===== src/design/spi_defines.svh =====
`ifndef SPI_DEFINES_SVH
`define SPI_DEFINES_SVH

//////////////////////////////
// Transfer geometry
//////////////////////////////

// Bits shifted per transfer
`define SPI_WIDTH 32

// Lane engines in the array
`define SPI_LANES 4

// Width of a lane number
`define SPI_LANE_BITS 2

//////////////////////////////
// SCK timing
//////////////////////////////

// System clocks per SCK half period, 12.5 MHz SCK
`define SPI_DIV 2

`endif


===== src/design/spi_pkg.sv =====
`include "spi_defines.svh"

package spi_pkg;

	// One SPI word, MSB goes out first
	typedef logic [`SPI_WIDTH-1:0] spi_word_t;

	// Host command, lane number on top
	typedef struct packed {
		logic [`SPI_LANE_BITS-1:0] lane;
		spi_word_t                 data;
	} spi_cmd_t;

	// Host response, word read back from MISO
	typedef struct packed {
		logic [`SPI_LANE_BITS-1:0] lane;
		spi_word_t                 data;
	} spi_rsp_t;

	// Lane engine states
	typedef enum logic [1:0] {
		LANE_IDLE,
		LANE_SHIFT,
		LANE_FINISH,
		LANE_REPORT
	} spi_lane_state_t;

endpackage


===== src/design/spi_sck_gen.sv =====
`timescale 1ns/1ps
`include "spi_defines.svh"

module spi_sck_gen (
	input  logic CLK50MHZ,
	input  logic RST,
	input  logic start,
	input  logic run,
	output logic sck_level,
	output logic sck_rise,
	output logic sck_fall
);

	localparam int CNT_BITS = $clog2(`SPI_DIV + 1);
	localparam logic [CNT_BITS-1:0] CNT_LAST = CNT_BITS'(`SPI_DIV - 1);

	logic [CNT_BITS-1:0] cnt;
	logic                half_done;

	// Last system clock of a half period
	assign half_done = run && !start && (cnt == CNT_LAST);

	// Strobes mark the clock whose edge flips the level
	assign sck_rise = half_done && !sck_level;
	assign sck_fall = half_done && sck_level;

	always_ff @(posedge CLK50MHZ) begin
		if (RST) begin
			cnt       <= '0;
			sck_level <= 1'b0;
		end else if (start || !run) begin
			// Same phase for every transfer, SCK parked low
			cnt       <= '0;
			sck_level <= 1'b0;
		end else if (half_done) begin
			cnt       <= '0;
			sck_level <= ~sck_level;
		end else begin
			cnt <= cnt + 1'b1;
		end
	end

endmodule


===== src/design/spi_lane.sv =====
`timescale 1ns/1ps
`include "spi_defines.svh"

module spi_lane (
	input  logic               CLK50MHZ,
	input  logic               RST,
	input  logic               lane_req,
	input  spi_pkg::spi_word_t lane_data,
	output logic               lane_ack,
	output logic               res_req,
	input  logic               res_ack,
	output spi_pkg::spi_word_t res_data,
	output logic               spi_sck,
	output logic               spi_cs,
	output logic               spi_mosi,
	input  logic               spi_miso
);

	import spi_pkg::*;

	localparam int BIT_BITS = $clog2(`SPI_WIDTH);
	localparam logic [BIT_BITS-1:0] BIT_LAST = BIT_BITS'(`SPI_WIDTH - 1);

	spi_lane_state_t     state;
	spi_word_t           shreg;
	logic [BIT_BITS-1:0] bit_idx;
	logic                miso_bit;
	logic                take;
	logic                start;
	logic                run;
	logic                sck_rise;
	logic                sck_fall;
	logic                last_bit;

	// New command accepted only from idle
	assign take = (state == LANE_IDLE) && lane_req && !lane_ack;

	// First SHIFT cycle still has CS high
	assign start    = (state == LANE_SHIFT) && spi_cs;
	assign run      = (state == LANE_SHIFT) && !spi_cs;
	assign last_bit = sck_fall && (bit_idx == BIT_LAST);

	assign res_data = shreg;

	spi_sck_gen i_sck_gen (
		.CLK50MHZ  (CLK50MHZ),
		.RST       (RST),
		.start     (start),
		.run       (run),
		.sck_level (spi_sck),
		.sck_rise  (sck_rise),
		.sck_fall  (sck_fall)
	);

	//////////////////////////////
	// Control
	//////////////////////////////

	always_ff @(posedge CLK50MHZ) begin
		if (RST) begin
			state    <= LANE_IDLE;
			lane_ack <= 1'b0;
			res_req  <= 1'b0;
			spi_cs   <= 1'b1;
			spi_mosi <= 1'b0;
			bit_idx  <= '0;
		end else begin
			// Command handshake closes on its own
			if (lane_ack && !lane_req)
				lane_ack <= 1'b0;

			case (state)
				LANE_IDLE: begin
					if (take) begin
						lane_ack <= 1'b1;
						state    <= LANE_SHIFT;
					end
				end
				LANE_SHIFT: begin
					if (start) begin
						spi_cs   <= 1'b0;
						spi_mosi <= shreg[`SPI_WIDTH-1];
						bit_idx  <= '0;
					end else if (last_bit) begin
						spi_cs   <= 1'b1;
						spi_mosi <= 1'b0;
						state    <= LANE_FINISH;
					end else if (sck_fall) begin
						// Next bit is the one moving up into the MSB
						spi_mosi <= shreg[`SPI_WIDTH-2];
						bit_idx  <= bit_idx + 1'b1;
					end
				end
				LANE_FINISH: begin
					res_req <= 1'b1;
					state   <= LANE_REPORT;
				end
				LANE_REPORT: begin
					if (res_req && res_ack)
						res_req <= 1'b0;
					else if (!res_req && !res_ack)
						state <= LANE_IDLE;
				end
				default: state <= LANE_IDLE;
			endcase
		end
	end

	//////////////////////////////
	// Data path
	//////////////////////////////

	// TX bits leave at the top while RX bits fill in from the bottom
	always_ff @(posedge CLK50MHZ) begin
		if (take)
			shreg <= lane_data;
		else if (run && sck_fall)
			shreg <= {shreg[`SPI_WIDTH-2:0], miso_bit};

		if (run && sck_rise)
			miso_bit <= spi_miso;
	end

endmodule


===== src/design/spi_dispatch.sv =====
`timescale 1ns/1ps
`include "spi_defines.svh"

module spi_dispatch (
	input  logic               CLK50MHZ,
	input  logic               RST,
	input  logic               cmd_req,
	input  spi_pkg::spi_cmd_t  cmd,
	output logic               cmd_ack,
	output logic               lane_req [`SPI_LANES],
	output spi_pkg::spi_word_t lane_data,
	input  logic               lane_ack [`SPI_LANES]
);

	typedef enum logic [1:0] {
		DISP_IDLE,
		DISP_LANE,
		DISP_HOLD,
		DISP_CLOSE
	} disp_state_t;

	disp_state_t               state;
	logic [`SPI_LANE_BITS-1:0] sel;
	logic                      req_open;
	logic                      sel_ack;

	assign sel_ack = lane_ack[sel];

	// One-hot request towards the addressed lane
	always_comb begin
		for (int i = 0; i < `SPI_LANES; i++)
			lane_req[i] = req_open && (sel == `SPI_LANE_BITS'(i));
	end

	always_ff @(posedge CLK50MHZ) begin
		if (RST) begin
			state    <= DISP_IDLE;
			sel      <= '0;
			req_open <= 1'b0;
			cmd_ack  <= 1'b0;
		end else begin
			case (state)
				DISP_IDLE: begin
					if (cmd_req) begin
						sel      <= cmd.lane;
						req_open <= 1'b1;
						state    <= DISP_LANE;
					end
				end
				// Waits here while the lane is busy
				DISP_LANE: begin
					if (sel_ack) begin
						cmd_ack <= 1'b1;
						state   <= DISP_HOLD;
					end
				end
				DISP_HOLD: begin
					if (!cmd_req) begin
						req_open <= 1'b0;
						state    <= DISP_CLOSE;
					end
				end
				DISP_CLOSE: begin
					if (!sel_ack) begin
						cmd_ack <= 1'b0;
						state   <= DISP_IDLE;
					end
				end
				default: state <= DISP_IDLE;
			endcase
		end
	end

	// Word held stable for the lane
	always_ff @(posedge CLK50MHZ) begin
		if (state == DISP_IDLE && cmd_req)
			lane_data <= cmd.data;
	end

endmodule


===== src/design/spi_collect.sv =====
`timescale 1ns/1ps
`include "spi_defines.svh"

module spi_collect (
	input  logic               CLK50MHZ,
	input  logic               RST,
	input  logic               res_req [`SPI_LANES],
	input  spi_pkg::spi_word_t res_data [`SPI_LANES],
	output logic               res_ack [`SPI_LANES],
	output logic               rsp_req,
	output spi_pkg::spi_rsp_t  rsp,
	input  logic               rsp_ack
);

	typedef enum logic [1:0] {
		COL_IDLE,
		COL_HOST,
		COL_DRAIN
	} col_state_t;

	col_state_t                state;
	logic [`SPI_LANE_BITS-1:0] cur;
	logic [`SPI_LANE_BITS-1:0] cand;
	logic [`SPI_LANE_BITS-1:0] pick;
	logic                      pick_ok;
	logic                      ack_open;

	// Search starts one past the lane served last
	always_comb begin
		cand    = cur;
		pick    = cur;
		pick_ok = 1'b0;
		for (int k = 1; k <= `SPI_LANES; k++) begin
			cand = cur + `SPI_LANE_BITS'(k);
			if (!pick_ok && res_req[cand]) begin
				pick    = cand;
				pick_ok = 1'b1;
			end
		end
	end

	always_comb begin
		for (int i = 0; i < `SPI_LANES; i++)
			res_ack[i] = ack_open && (cur == `SPI_LANE_BITS'(i));
	end

	always_ff @(posedge CLK50MHZ) begin
		if (RST) begin
			state    <= COL_IDLE;
			cur      <= `SPI_LANE_BITS'(`SPI_LANES - 1);
			rsp_req  <= 1'b0;
			ack_open <= 1'b0;
		end else begin
			case (state)
				COL_IDLE: begin
					if (pick_ok) begin
						cur     <= pick;
						rsp_req <= 1'b1;
						state   <= COL_HOST;
					end
				end
				// Host ack passed on to the lane
				COL_HOST: begin
					if (rsp_ack) begin
						rsp_req  <= 1'b0;
						ack_open <= 1'b1;
						state    <= COL_DRAIN;
					end
				end
				COL_DRAIN: begin
					if (ack_open) begin
						if (!res_req[cur])
							ack_open <= 1'b0;
					end else if (!rsp_ack) begin
						state <= COL_IDLE;
					end
				end
				default: state <= COL_IDLE;
			endcase
		end
	end

	always_ff @(posedge CLK50MHZ) begin
		if (state == COL_IDLE && pick_ok) begin
			rsp.lane <= pick;
			rsp.data <= res_data[pick];
		end
	end

endmodule


===== src/design/spi_array.sv =====
`timescale 1ns/1ps
`include "spi_defines.svh"

module spi_array (
	input  logic              CLK50MHZ,
	input  logic              RST,
	input  logic              cmd_req,
	input  spi_pkg::spi_cmd_t cmd,
	output logic              cmd_ack,
	output logic              rsp_req,
	output spi_pkg::spi_rsp_t rsp,
	input  logic              rsp_ack,
	output logic              spi_sck [`SPI_LANES],
	output logic              spi_cs [`SPI_LANES],
	output logic              spi_mosi [`SPI_LANES],
	input  logic              spi_miso [`SPI_LANES]
);

	import spi_pkg::*;

	logic      lane_req [`SPI_LANES];
	logic      lane_ack [`SPI_LANES];
	spi_word_t lane_data;
	logic      res_req [`SPI_LANES];
	logic      res_ack [`SPI_LANES];
	spi_word_t res_data [`SPI_LANES];

	spi_dispatch i_dispatch (
		.CLK50MHZ  (CLK50MHZ),
		.RST       (RST),
		.cmd_req   (cmd_req),
		.cmd       (cmd),
		.cmd_ack   (cmd_ack),
		.lane_req  (lane_req),
		.lane_data (lane_data),
		.lane_ack  (lane_ack)
	);

	for (genvar i = 0; i < `SPI_LANES; i++) begin : g_lane
		spi_lane i_lane (
			.CLK50MHZ  (CLK50MHZ),
			.RST       (RST),
			.lane_req  (lane_req[i]),
			.lane_data (lane_data),
			.lane_ack  (lane_ack[i]),
			.res_req   (res_req[i]),
			.res_ack   (res_ack[i]),
			.res_data  (res_data[i]),
			.spi_sck   (spi_sck[i]),
			.spi_cs    (spi_cs[i]),
			.spi_mosi  (spi_mosi[i]),
			.spi_miso  (spi_miso[i])
		);
	end

	spi_collect i_collect (
		.CLK50MHZ (CLK50MHZ),
		.RST      (RST),
		.res_req  (res_req),
		.res_data (res_data),
		.res_ack  (res_ack),
		.rsp_req  (rsp_req),
		.rsp      (rsp),
		.rsp_ack  (rsp_ack)
	);

endmodule


===== config.mk =====
export PLATFORM = sky130hd
export DESIGN_NAME = spi_array
export DESIGN_NICKNAME = d
export VERILOG_FILES = /design/src/design/spi_pkg.sv /design/src/design/spi_sck_gen.sv /design/src/design/spi_lane.sv /design/src/design/spi_dispatch.sv /design/src/design/spi_collect.sv /design/src/design/spi_array.sv
export VERILOG_INCLUDE_DIRS = /design/src /design/src/design
export SDC_FILE = /design/constraint.sdc
export NUM_CORES = 1
export LEC_CHECK = 0
export ABC_CLOCK_PERIOD_IN_PS = 8600
export BUFFER_PORTS_ARGS = -buffer_cell sky130_fd_sc_hd__buf_2
export CAP_MARGIN = 5
export CORE_MARGIN = 2
export CORE_UTILIZATION = 30
export DETAILED_ROUTE_END_ITERATION = 12
export PLACE_DENSITY = 0.52
export SLEW_MARGIN = 20
export SYNTH_ARGS = -nofsm -noshare
export SYNTH_HDL_FRONTEND = slang
export SYNTH_SLANG_ARGS = --single-unit

===== constraint.sdc =====
create_clock -name CLK50MHZ -period 8.6 [get_ports CLK50MHZ]
set_input_delay 2.15 -clock CLK50MHZ [delete_from_list [all_inputs] [get_ports CLK50MHZ]]
set_output_delay 2.15 -clock CLK50MHZ [all_outputs]
set_load 0.02 [all_outputs]

==> flow_summary.toml, run 1 <==
[run_status]
status = "completed"

[sta]
drv_slew = 0
rsz0062_at_grt = "no"
maxSlewHeadroom_pct = 31.6
tightest_slew_ns = 1.02
fin_crit_ns = 4.18
hold_viol_final = 0
fin_crit_sh_pct = 48.6
clock_skew_ns = 0.0167
max_freq_mhz = 239
fin_setup_tns_ns = 0
finalSetupViolations = 0

[die]
die_y_um = 222
core_um2 = 46800
dieArea_um2 = 49300
die_w_um = 222
initial_core_util_pct = 30.5
ioPinCount = 90
rows = 79

[critical_path]
cp_max_fo = 131
worstPathRequired_ns = 8.89
cp-startpoint = "i_collect.cur[0]"
crit_arrival_ns = 4.46
path_class = "flip-flop to flip-flop"
max_stage_delay_ns = 0.68
critPathSlowestCell = "buf_6"
worstSetupStartpointType = "flip-flop"
path_buf_inv = 2
cp_top_family = "buffers and inverters"
cp-end-kind = "flip-flop"
crit_chain = "clkinv_2 > ha_1 > mux4_2 > nand2b_4 > buf_6 > a22oi_1 > nor3_1 > mux2i_1"
r2r_start = "i_collect.cur[0]"

[global_route]
grt_pass1_wl_um = 55700
grt_overflow = 0
antenna_found_initial = 1
grt.total_usage_pct = 14.2
grt_max_degree = 132
grt_pass1_vias = 9711

[route]
drc = 0
num_vias = 9895
wirelength_um = 35800
via_per_inst = 5.17
routedWlPerCell_um = 18.7
drt.antenna.violating_nets = 0
first_pass_iters = 5
drt_iter0_drc = 660

[synthesis]
ys_top_cells_by_area = "edfxtp_1 (42%), mux2_2 (10%), dfxtp_1 (9.5%), and4_1 (7.6%), nand2_1 (4.3%)"
synthTopCellsByCount = "edfxtp_1 (198), nand2_1 (165), mux2_2 (130)"
yosys_register_bits = 266
syn_area_per_cell_um2 = 11.3
ys_warn_count = 0
synth_cells = 1258
synth_area_leader_cell = "edfxtp_1"
async_flop_share_pct = 0
ys_types = 48
synth_most_common_cell = "edfxtp_1"
synth_enable_flop_cells = 198
synth_area_um2 = 14300
synth-seq-area-share_pct = 51.2
syn-num-nets = 1340
synth-main-ff-cell = "edfxtp_1"
yosysTopAreaCellShare_pct = 41.6

[clock_tree]
clk_pin_slew_ns = 0.06
clock_sinks = 266
cts_tree = "built"
hold_buffers = 0
htree_levels = 1
postCtsSetupRepairBufs = 0
ctsResizeCount = 0
clockRootBuffer = "clkbuf_16"
cts_buffers = 31
clk_path_buf_depth = 3
clkLatencyLatePin_ns = 0.57

[placement]
dp_hpwl_um = 20900
port-buffer-count = 89
place_congestion = 0.750

[final_layout]
regArea_um2 = 7310
num-fill-cells = 4603
areaGrowthSynthToFinish_pct = 13.0
final_nets = 1364
multiInputGateArea_um2 = 6290
drive_above_1_share_pct = 22.8

[power_and_ir_drop]
ir_drop_mv = 0.159
leakage_nw = 5.78
cellPowerDensity_nw_per_um2 = 309
report.power.total_mw = 4.98

[worst_hold_path]
worstHoldStart = "g_lane[1].i_lane.i_sck_gen.cnt[0]"
min_path_type = "flip-flop to flip-flop"

[run]
max_cap_violations = 0
[final cells by class]
cell class / count / area share, %
flip-flops and latches: 266 / 45.3
multi-input cells: 844 / 39.0
clock buffers: 36 / 4.99
well taps: 607 / 4.71
repair buffers: 103 / 3.56
clock inverters: 21 / 1.55
inverters: 36 / 0.846
diodes: 1 / 0.0155
[through the flow]
| stage | hold WS (ns) | setup slack [ns] | instances | util, % | area (um^2) |
|---|---|---|---|---|---|
| finish | 0.418 | 4.42 | 1914 | 34.5 | 16100 |
| global route | 0.438 | 4.07 | 1913 | 34.5 | 16100 |
| CTS | 0.424 | 4.17 | 1912 | 34.4 | 16100 |
| detailed placement | 0.415 | 4.18 | 1855 | 32.2 | 15000 |
| global placement | 0.405 | 4.32 | 1855 | 32.2 | 15000 |
| floorplan | 0.396 | 5.13 | 1258 | - | 14300 |
[path summary, 6_finish.rpt]
kind / endpoint / slack (ns) / depth (start not counted)
min: g_lane[1].i_lane.i_sck_gen.cnt[0] / 0.42 / 1
max: i_collect.rsp[24] / 4.42 / 8
max reg2reg: i_collect.rsp[24] / 4.42 / 8
min reg2reg: g_lane[1].i_lane.i_sck_gen.cnt[0] / 0.42 / 1
[sequential cells by signal, indices dropped and copies added, names as in the netlist]
register and cells:
g_lane.i_lane.bit_idx 20, g_lane.i_lane.i_sck_gen.cnt 8, g_lane.i_lane.i_sck_gen.sck_level 4, g_lane.i_lane.lane_ack 4, g_lane.i_lane.miso_bit 4, g_lane.i_lane.res_data 128
g_lane.i_lane.res_req 4, g_lane.i_lane.spi_cs 4, g_lane.i_lane.spi_mosi 4, g_lane.i_lane.state 8, i_collect.ack_open 1, i_collect.cur 2
i_collect.rsp 34, i_collect.rsp_req 1, i_collect.state 2, i_dispatch.cmd_ack 1, i_dispatch.lane_data 32, i_dispatch.req_open 1
i_dispatch.sel 2, i_dispatch.state 2
[where the power goes]
part | switching, mW | leakage (nW) | internal (mW)
Combinational | 1.02 | 2.90 | 0.652
Clock | 0.543 | 0.520 | 0.843
Sequential | 0.201 | 2.36 | 1.72
Total | 1.77 | 5.78 | 3.22
[layout by cell type, fill, tap and decap left out, types with 44 or more instances in the layout]
master,n
mux2i_1,44
dfxtp_1,67
a22oi_1,68
and4_1,124
buf_2,89
nand2_1,165
edfxtp_1,198
nor3_1,76
nor2_1,47
mux2_2,129
[cell families (layout without fill, tap and decap cells)]
logic type                 after synthesis  count (layout)  share of synthesized area [%]
other                                    0               1                              0
DFF                                    266             266                           51.2
and+or+nand+nor                        464             464                           18.4
xor gates and xnor gates                15              15                          0.920
adders and majority gates               40              40                           3.51
AOI/OAI and AO/OA                      146             146                           6.94
buffers and inverters                  148             196                           4.93
muxes                                  179             179                           14.1
[worst reg2reg max path, cell delays in order, from the launching register on]
cell	delay [ns]
dfxtp_4	0.61
clkinv_2	0.43
ha_1	0.61
mux4_2	0.45
nand2b_4	0.48
buf_6	0.69
a22oi_1	0.26
nor3_1	0.26
mux2i_1	0.10
[per-layer routing]
metal	vias up	GRT usage (%)	share of wire [%]
li1	4815	-	-
met1	4854	19.3	47
met2	172	23.1	46
met3	54	2.23	3.6
met4	0	4.53	2.9
met5	-	0	0
Power figures use the tool's default switching activity.
==> run 2, diff against run 1 <==
--- a/config.mk
+++ b/config.mk
@@ -6,7 +6,7 @@
 export SDC_FILE = /design/constraint.sdc
 export NUM_CORES = 1
 export LEC_CHECK = 0
-export ABC_CLOCK_PERIOD_IN_PS = 8600
+export ABC_CLOCK_PERIOD_IN_PS = 3900
 export BUFFER_PORTS_ARGS = -buffer_cell sky130_fd_sc_hd__buf_2
 export CAP_MARGIN = 5
 export CORE_MARGIN = 2
==> constraint.sdc (replaced) <==
create_clock -name CLK50MHZ -period 3.9 [get_ports CLK50MHZ]
set_input_delay 0.975 -clock CLK50MHZ [delete_from_list [all_inputs] [get_ports CLK50MHZ]]
set_output_delay 0.975 -clock CLK50MHZ [all_outputs]
set_load 0.02 [all_outputs]
==> run 2 against run 1 <==
  * Design area increased by 0.59%
  * Power rose by 120%
  * Non-clock buffer count grew 9
  * Clock skew rose by 0.0022 ns
  * First-iteration DRC count is 7.0% lower
  * Sequential power rose by 120%
  * Die area stayed put
  * Flip-flop and latch count unchanged
  * Clock power increased by 110%
  * Register-to-register slack got worse by 3.6 ns
  * Largest power group unchanged
==> flow_summary.toml, run 2 (same netlist as run 1, synthesis figures left out) <==
[critical_path]
cp_top_family = "buffers and inverters"
critPathSlowestCell = "mux4_2"
max_stage_delay_ns = 0.61
crit_chain = "buf_4 > inv_1 > ha_1 > mux4_2 > o41ai_2 > inv_2 > buf_4"
worstSetupStartpointType = "flip-flop"
path_common_cell = "buf_4"
cp_max_fo = 19
cp-end-kind = "flip-flop"
path_buf_inv = 4
path_class = "flip-flop to flip-flop"
worstPathRequired_ns = 4.17
crit_arrival_ns = 3.36

[clock_tree]
cts_tree = "built"
hold_buffers = 0
clockRootBuffer = "clkbuf_16"
cts_buffers = 34
clkLatencyLatePin_ns = 0.54
clock_sinks = 266
htree_levels = 2
ctsResizeCount = 0
clk_pin_slew_ns = 0.06
postCtsSetupRepairBufs = 0
clk_path_buf_depth = 3

[global_route]
gr-usage-met2_pct = 23.9
grt_util_met1_pct = 19.7
grt_max_degree = 122
grt.total_usage_pct = 14.7
antenna_found_initial = 0
grt-busiest-layer = "met2"
grt_overflow = 0
use_met3_pct = 2.50
grt_pass1_vias = 10000
grt_pass1_wl_um = 57200

[power_and_ir_drop]
ir_drop_mv = 0.369
cellPowerDensity_nw_per_um2 = 675
leakage_nw = 5.83

[sta]
max_freq_mhz = 324
hold_viol_final = 0
fin_crit_ns = 3.09
finalSetupViolations = 0
setup_ws_ns = 0.814
maxSlewHeadroom_pct = 37.6
rsz0062_at_grt = "no"
tightest_slew_ns = 0.934
drv_slew = 0
fin_crit_sh_pct = 79.1
fin_setup_tns_ns = 0
clock_skew_ns = 0.0189

[final_layout]
final_cells = 1926
areaGrowthSynthToFinish_pct = 13.6
final_core_util_pct = 34.7
finalInstanceArea_um2 = 16200
num-fill-cells = 4642
largest_reg_flops = 128
drive_above_1_share_pct = 23.3
diodes = 0
final_common_cell = "edfxtp_1"
mostFrequentLayoutCells = "edfxtp_1 (198), nand2_1 (165), mux2_2 (129)"
final_nets = 1376

[placement]
place_congestion = 0.769
port-buffer-count = 89
placedCellCount = 1865
dp_hpwl_um = 22000
pre_cts_slack_ns = 0.817
place_area_um2 = 15200

[worst_hold_path]
min_path_type = "flip-flop to flip-flop"

[die]
dieArea_um2 = 49300
ioPinCount = 90
core_um2 = 46800
die_w_um = 222
die_y_um = 222
initial_core_util_pct = 30.5
rows = 79

[route]
first_pass_iters = 4
wirelength_um = 36200
num_vias = 9894
drt_iter0_drc = 614
via_per_inst = 5.14
drt.antenna.violating_nets = 0
drc = 0
routedWlPerCell_um = 18.8

[run]
max_cap_violations = 0

[run_status]
status = "completed"
## run 2: per-stage QoR
stage	hold WS, ns	power [mW]
final	0.421	11.0
after global routing	0.428	11.7
after CTS	0.422	11.1
after detailed placement	0.410	8.12
after global placement	0.405	8.05
after floorplan	0.396	7.03
## run 2: metal layers
metal  part of all wire [%]  routed length [um]
met4                    2.4                 880
met1                     47               17100
met2                     46               16700
met5                      0                   0
met3                    4.2                1510
## run 2: final timing paths
kind | start | cells past startpoint | slack [ns] | end
worst max-delay path | i_collect.cur[1] | 7 | 0.81 | i_collect.rsp[4]
worst max register to register | i_collect.cur[1] | 7 | 0.81 | i_collect.rsp[4]
worst min-delay path | g_lane[1].i_lane.i_sck_gen.cnt[0] | 1 | 0.42 | g_lane[1].i_lane.i_sck_gen.cnt[0]
worst min register to register | g_lane[1].i_lane.i_sck_gen.cnt[0] | 1 | 0.42 | g_lane[1].i_lane.i_sck_gen.cnt[0]
## run 2: worst register-to-register path: cells and delay by family (launching register included)
kind / cells / cell delay (ns)
AOI/OAI and AO/OA: 1 / 0.53
adders and majority gates: 1 / 0.45
buffers and inverters: 4 / 0.92
DFF: 1 / 0.30
muxes: 1 / 0.61
## run 2: layout make-up
cell class,instances,area [um^2],share of cell area [%]
clock buffers,46,958,5.91
clock inverters,15,75.1,0.463
inverters,36,136,0.841
flip-flops and latches,266,7310,45.1
well taps,607,759,4.68
repair buffers,112,693,4.27
multi-input cells,844,6290,38.8
## run 2: power by group
| group | total (mW) | internal, mW | switching (mW) | leakage (nW) |
|---|---|---|---|---|
| sequential | 4.19 | 3.80 | 0.391 | 2.36 |
| clock | 2.94 | 1.72 | 1.22 | 0.509 |
| combinational | 3.82 | 1.50 | 2.32 | 2.96 |
==> run 3, diff against run 2 <==
--- a/config.mk
+++ b/config.mk
@@ -6,7 +6,8 @@
 export SDC_FILE = /design/constraint.sdc
 export NUM_CORES = 1
 export LEC_CHECK = 0
-export ABC_CLOCK_PERIOD_IN_PS = 3900
+export ABC_AREA = 1
+export ABC_CLOCK_PERIOD_IN_PS = 3080
 export BUFFER_PORTS_ARGS = -buffer_cell sky130_fd_sc_hd__buf_2
 export CAP_MARGIN = 5
 export CORE_MARGIN = 2
==> constraint.sdc (replaced) <==
create_clock -name CLK50MHZ -period 3.08 [get_ports CLK50MHZ]
set_input_delay 0.77 -clock CLK50MHZ [delete_from_list [all_inputs] [get_ports CLK50MHZ]]
set_output_delay 0.77 -clock CLK50MHZ [all_outputs]
set_load 0.02 [all_outputs]
==> run 3 against run 2 <==
  * Via count shrank 5.3%
  * Worst hold slack lost 0.052 ns
  * Largest power group is now combinational logic
  * Synthesized cell count grew 10%
  * Cell count grew 5.1%
  * Clock-buffer cell count shrank 4
  * Sequential power grew 32%
  * Power grew 38%
  * Routed wire length shrank 12%
  * Worst setup slack lost 0.30 ns
  * Fmax grew 20%
  * Combinational power grew 57%
==> flow_summary.toml, run 3 <==
[run_status]
status = "completed"

[sta]
max_freq_mhz = 389
holdWs_ns = 0.369
clock_skew_ns = 0.0140
setup_ws_ns = 0.510
fin_crit_ns = 2.57
tightest_slew_ns = 0.782
finalSetupViolations = 0
rsz0062_at_grt = "no"
fin_setup_tns_ns = 0
hold_viol_final = 0
fin_crit_sh_pct = 83.4
drv_slew = 0
maxSlewHeadroom_pct = 47.8

[critical_path]
r2r_setup_slack_ns = 0.51
cp_top_family = "simple AND/OR/NAND/NOR gates"
cp_max_fo = 65
r2r_start = "i_collect.cur[0]"
path_buf_inv = 3
cp-startpoint = "i_collect.cur[0]"
max_stage_delay_ns = 0.57
worstSetupStartpointType = "flip-flop"
worstPathRequired_ns = 3.40
critPathSlowestCell = "dfxtp_1"
reg2reg_depth = 11
cp-end-kind = "flip-flop"
crit_arrival_ns = 2.89
crit_chain = "inv_4 > ha_1 > inv_2 > nand3_1 > nand2_2 > nand4_1 > nand2_2 > buf_12 > nand2_1 > nand3_1 > nand2_1"
rr_endpoint = "i_collect.rsp[5]"
path_class = "flip-flop to flip-flop"

[final_layout]
num-fill-cells = 4217
regArea_um2 = 7310
final_cells = 2024
finalInstanceArea_um2 = 14600
final_common_cell = "nand2_1"
multiInputGateArea_um2 = 4130
diodes = 0
drive_above_1_share_pct = 11.9
final_nets = 1543
areaGrowthSynthToFinish_pct = 15.4
mostFrequentLayoutCells = "nand2_1 (295), inv_1 (216), edfxtp_1 (198)"
largest_reg_flops = 128

[synthesis]
async_flop_share_pct = 0
synth_most_common_cell = "nand2_1"
yosysTopAreaCellShare_pct = 47.1
ys_top_cells_by_area = "edfxtp_1 (47%), dfxtp_1 (11%), nand2_1 (8.8%), nand3_1 (6.5%), inv_1 (6.5%)"
syn-num-nets = 1469
yosys_register_bits = 266
synth_area_leader_cell = "edfxtp_1"
synth-seq-area-share_pct = 57.9
synth_cells = 1387
syn_area_per_cell_um2 = 9.10
ys_warn_count = 0
synth_enable_flop_cells = 198
ys_types = 32
synth_area_um2 = 12600
synthTopCellsByCount = "nand2_1 (297), inv_1 (217), edfxtp_1 (198)"
synth-main-ff-cell = "edfxtp_1"

[route]
wirelength_um = 32000
drt.antenna.violating_nets = 0
drt_iter0_drc = 662
num_vias = 9370
first_pass_iters = 5
drc = 0
via_per_inst = 4.63
routedWlPerCell_um = 15.8

[power_and_ir_drop]
power_frac_comb_pct = 39.6
cellPowerDensity_nw_per_um2 = 1040
swShare_pct = 40.8
seqPwrFrac_pct = 36.4
internal-power_mw = 8.96
leakage_nw = 5.95
p_switching_mw = 6.17
ir_drop_mv = 1.03
power_frac_clock_pct = 24.0

[die]
core_um2 = 41800
initial_core_util_pct = 30.2
die_w_um = 209
rows = 75
ioPinCount = 90
dieArea_um2 = 43700
die_y_um = 209

[clock_tree]
clockRootBuffer = "clkbuf_16"
clkLatencyLatePin_ns = 0.58
clk_path_buf_depth = 3
ctsResizeCount = 0
cts_tree = "built"
hold_buffers = 0
clk_pin_slew_ns = 0.07
htree_levels = 1
cts_buffers = 30
clock_sinks = 266
postCtsSetupRepairBufs = 0

[global_route]
gr-usage-met2_pct = 24.2
grt-busiest-layer = "met2"
grt_overflow = 0
grt.total_usage_pct = 14.7
grt_max_degree = 66
grt_pass1_vias = 9188
grt_pass1_wl_um = 50800
grt_util_met1_pct = 19.7
use_met3_pct = 2.96
antenna_found_initial = 0

[placement]
port-buffer-count = 89
dp_hpwl_um = 20000
place_area_um2 = 13600
pre_cts_slack_ns = 0.546
placedCellCount = 1968
place_congestion = 0.801

[worst_hold_path]
worstHoldStart = "cmd[13]"
whs_endpoint = "i_dispatch.lane_data[13]"
min_path_type = "input pin to flip-flop"
holdPathStages = 1

[run]
max_cap_violations = 0
run 3: worst max-delay path by stage:
stage,to,depth (start not counted)
after floorplan,i_collect.rsp[0],10
after detailed placement,i_collect.rsp[5],11
after global placement,i_collect.rsp[13],10
final,i_collect.rsp[5],11
after global routing,i_collect.rsp[5],11
after CTS,i_collect.rsp[5],11
run 3: cell type report:
cell class / instances / area share, %
Sequential cell: 266 / 50.2
Multi-Input combinational cell: 832 / 28.3
Clock buffer: 42 / 5.82
Inverter: 220 / 5.69
Tap cell: 539 / 4.63
Timing Repair Buffer: 111 / 4.36
Clock inverter: 14 / 0.997
run 3: logic make-up after synthesis:
family	Yosys count	share of synthesized area, %
buffers and inverters	289	9.63
AOI/OAI and AO/OA	203	8.37
and+or+nand+nor	585	19.8
DFF	266	57.9
xor gates and xnor gates	4	0.278
adders and majority gates	40	3.97
run 3: stage by stage:
stage               utilization [%]  power, mW
floorplan                         -       9.79
global route                   34.9       16.2
CTS                            34.9       15.3
global placement               32.5       11.5
detailed placement             32.5       11.6
finish                         34.9       15.1
run 3: worst register-to-register path, delay by kind of cell (launching register included):
family	cells	cell delay, ns
adders and majority gates	1	0.38
buffers and inverters	3	0.51
DFF	1	0.57
and+or+nand+nor	7	0.85
run 3: layer usage:
metal	up-vias	share of wire (%)
li1	4712	-
met1	4353	45
met2	251	46
met3	54	6.3
met4	0	2.5
met5	-	0
run 3: power groups by stage:
stage | Combinational [mW] | Sequential (mW) | Clock, mW
after global placement | 5.93 | 5.60 | 0
after detailed placement | 6.02 | 5.59 | 0
after floorplan | 4.06 | 5.73 | 0
after global routing | 6.79 | 5.58 | 3.85
final | 6.00 | 5.51 | 3.63
after CTS | 6.05 | 5.53 | 3.73
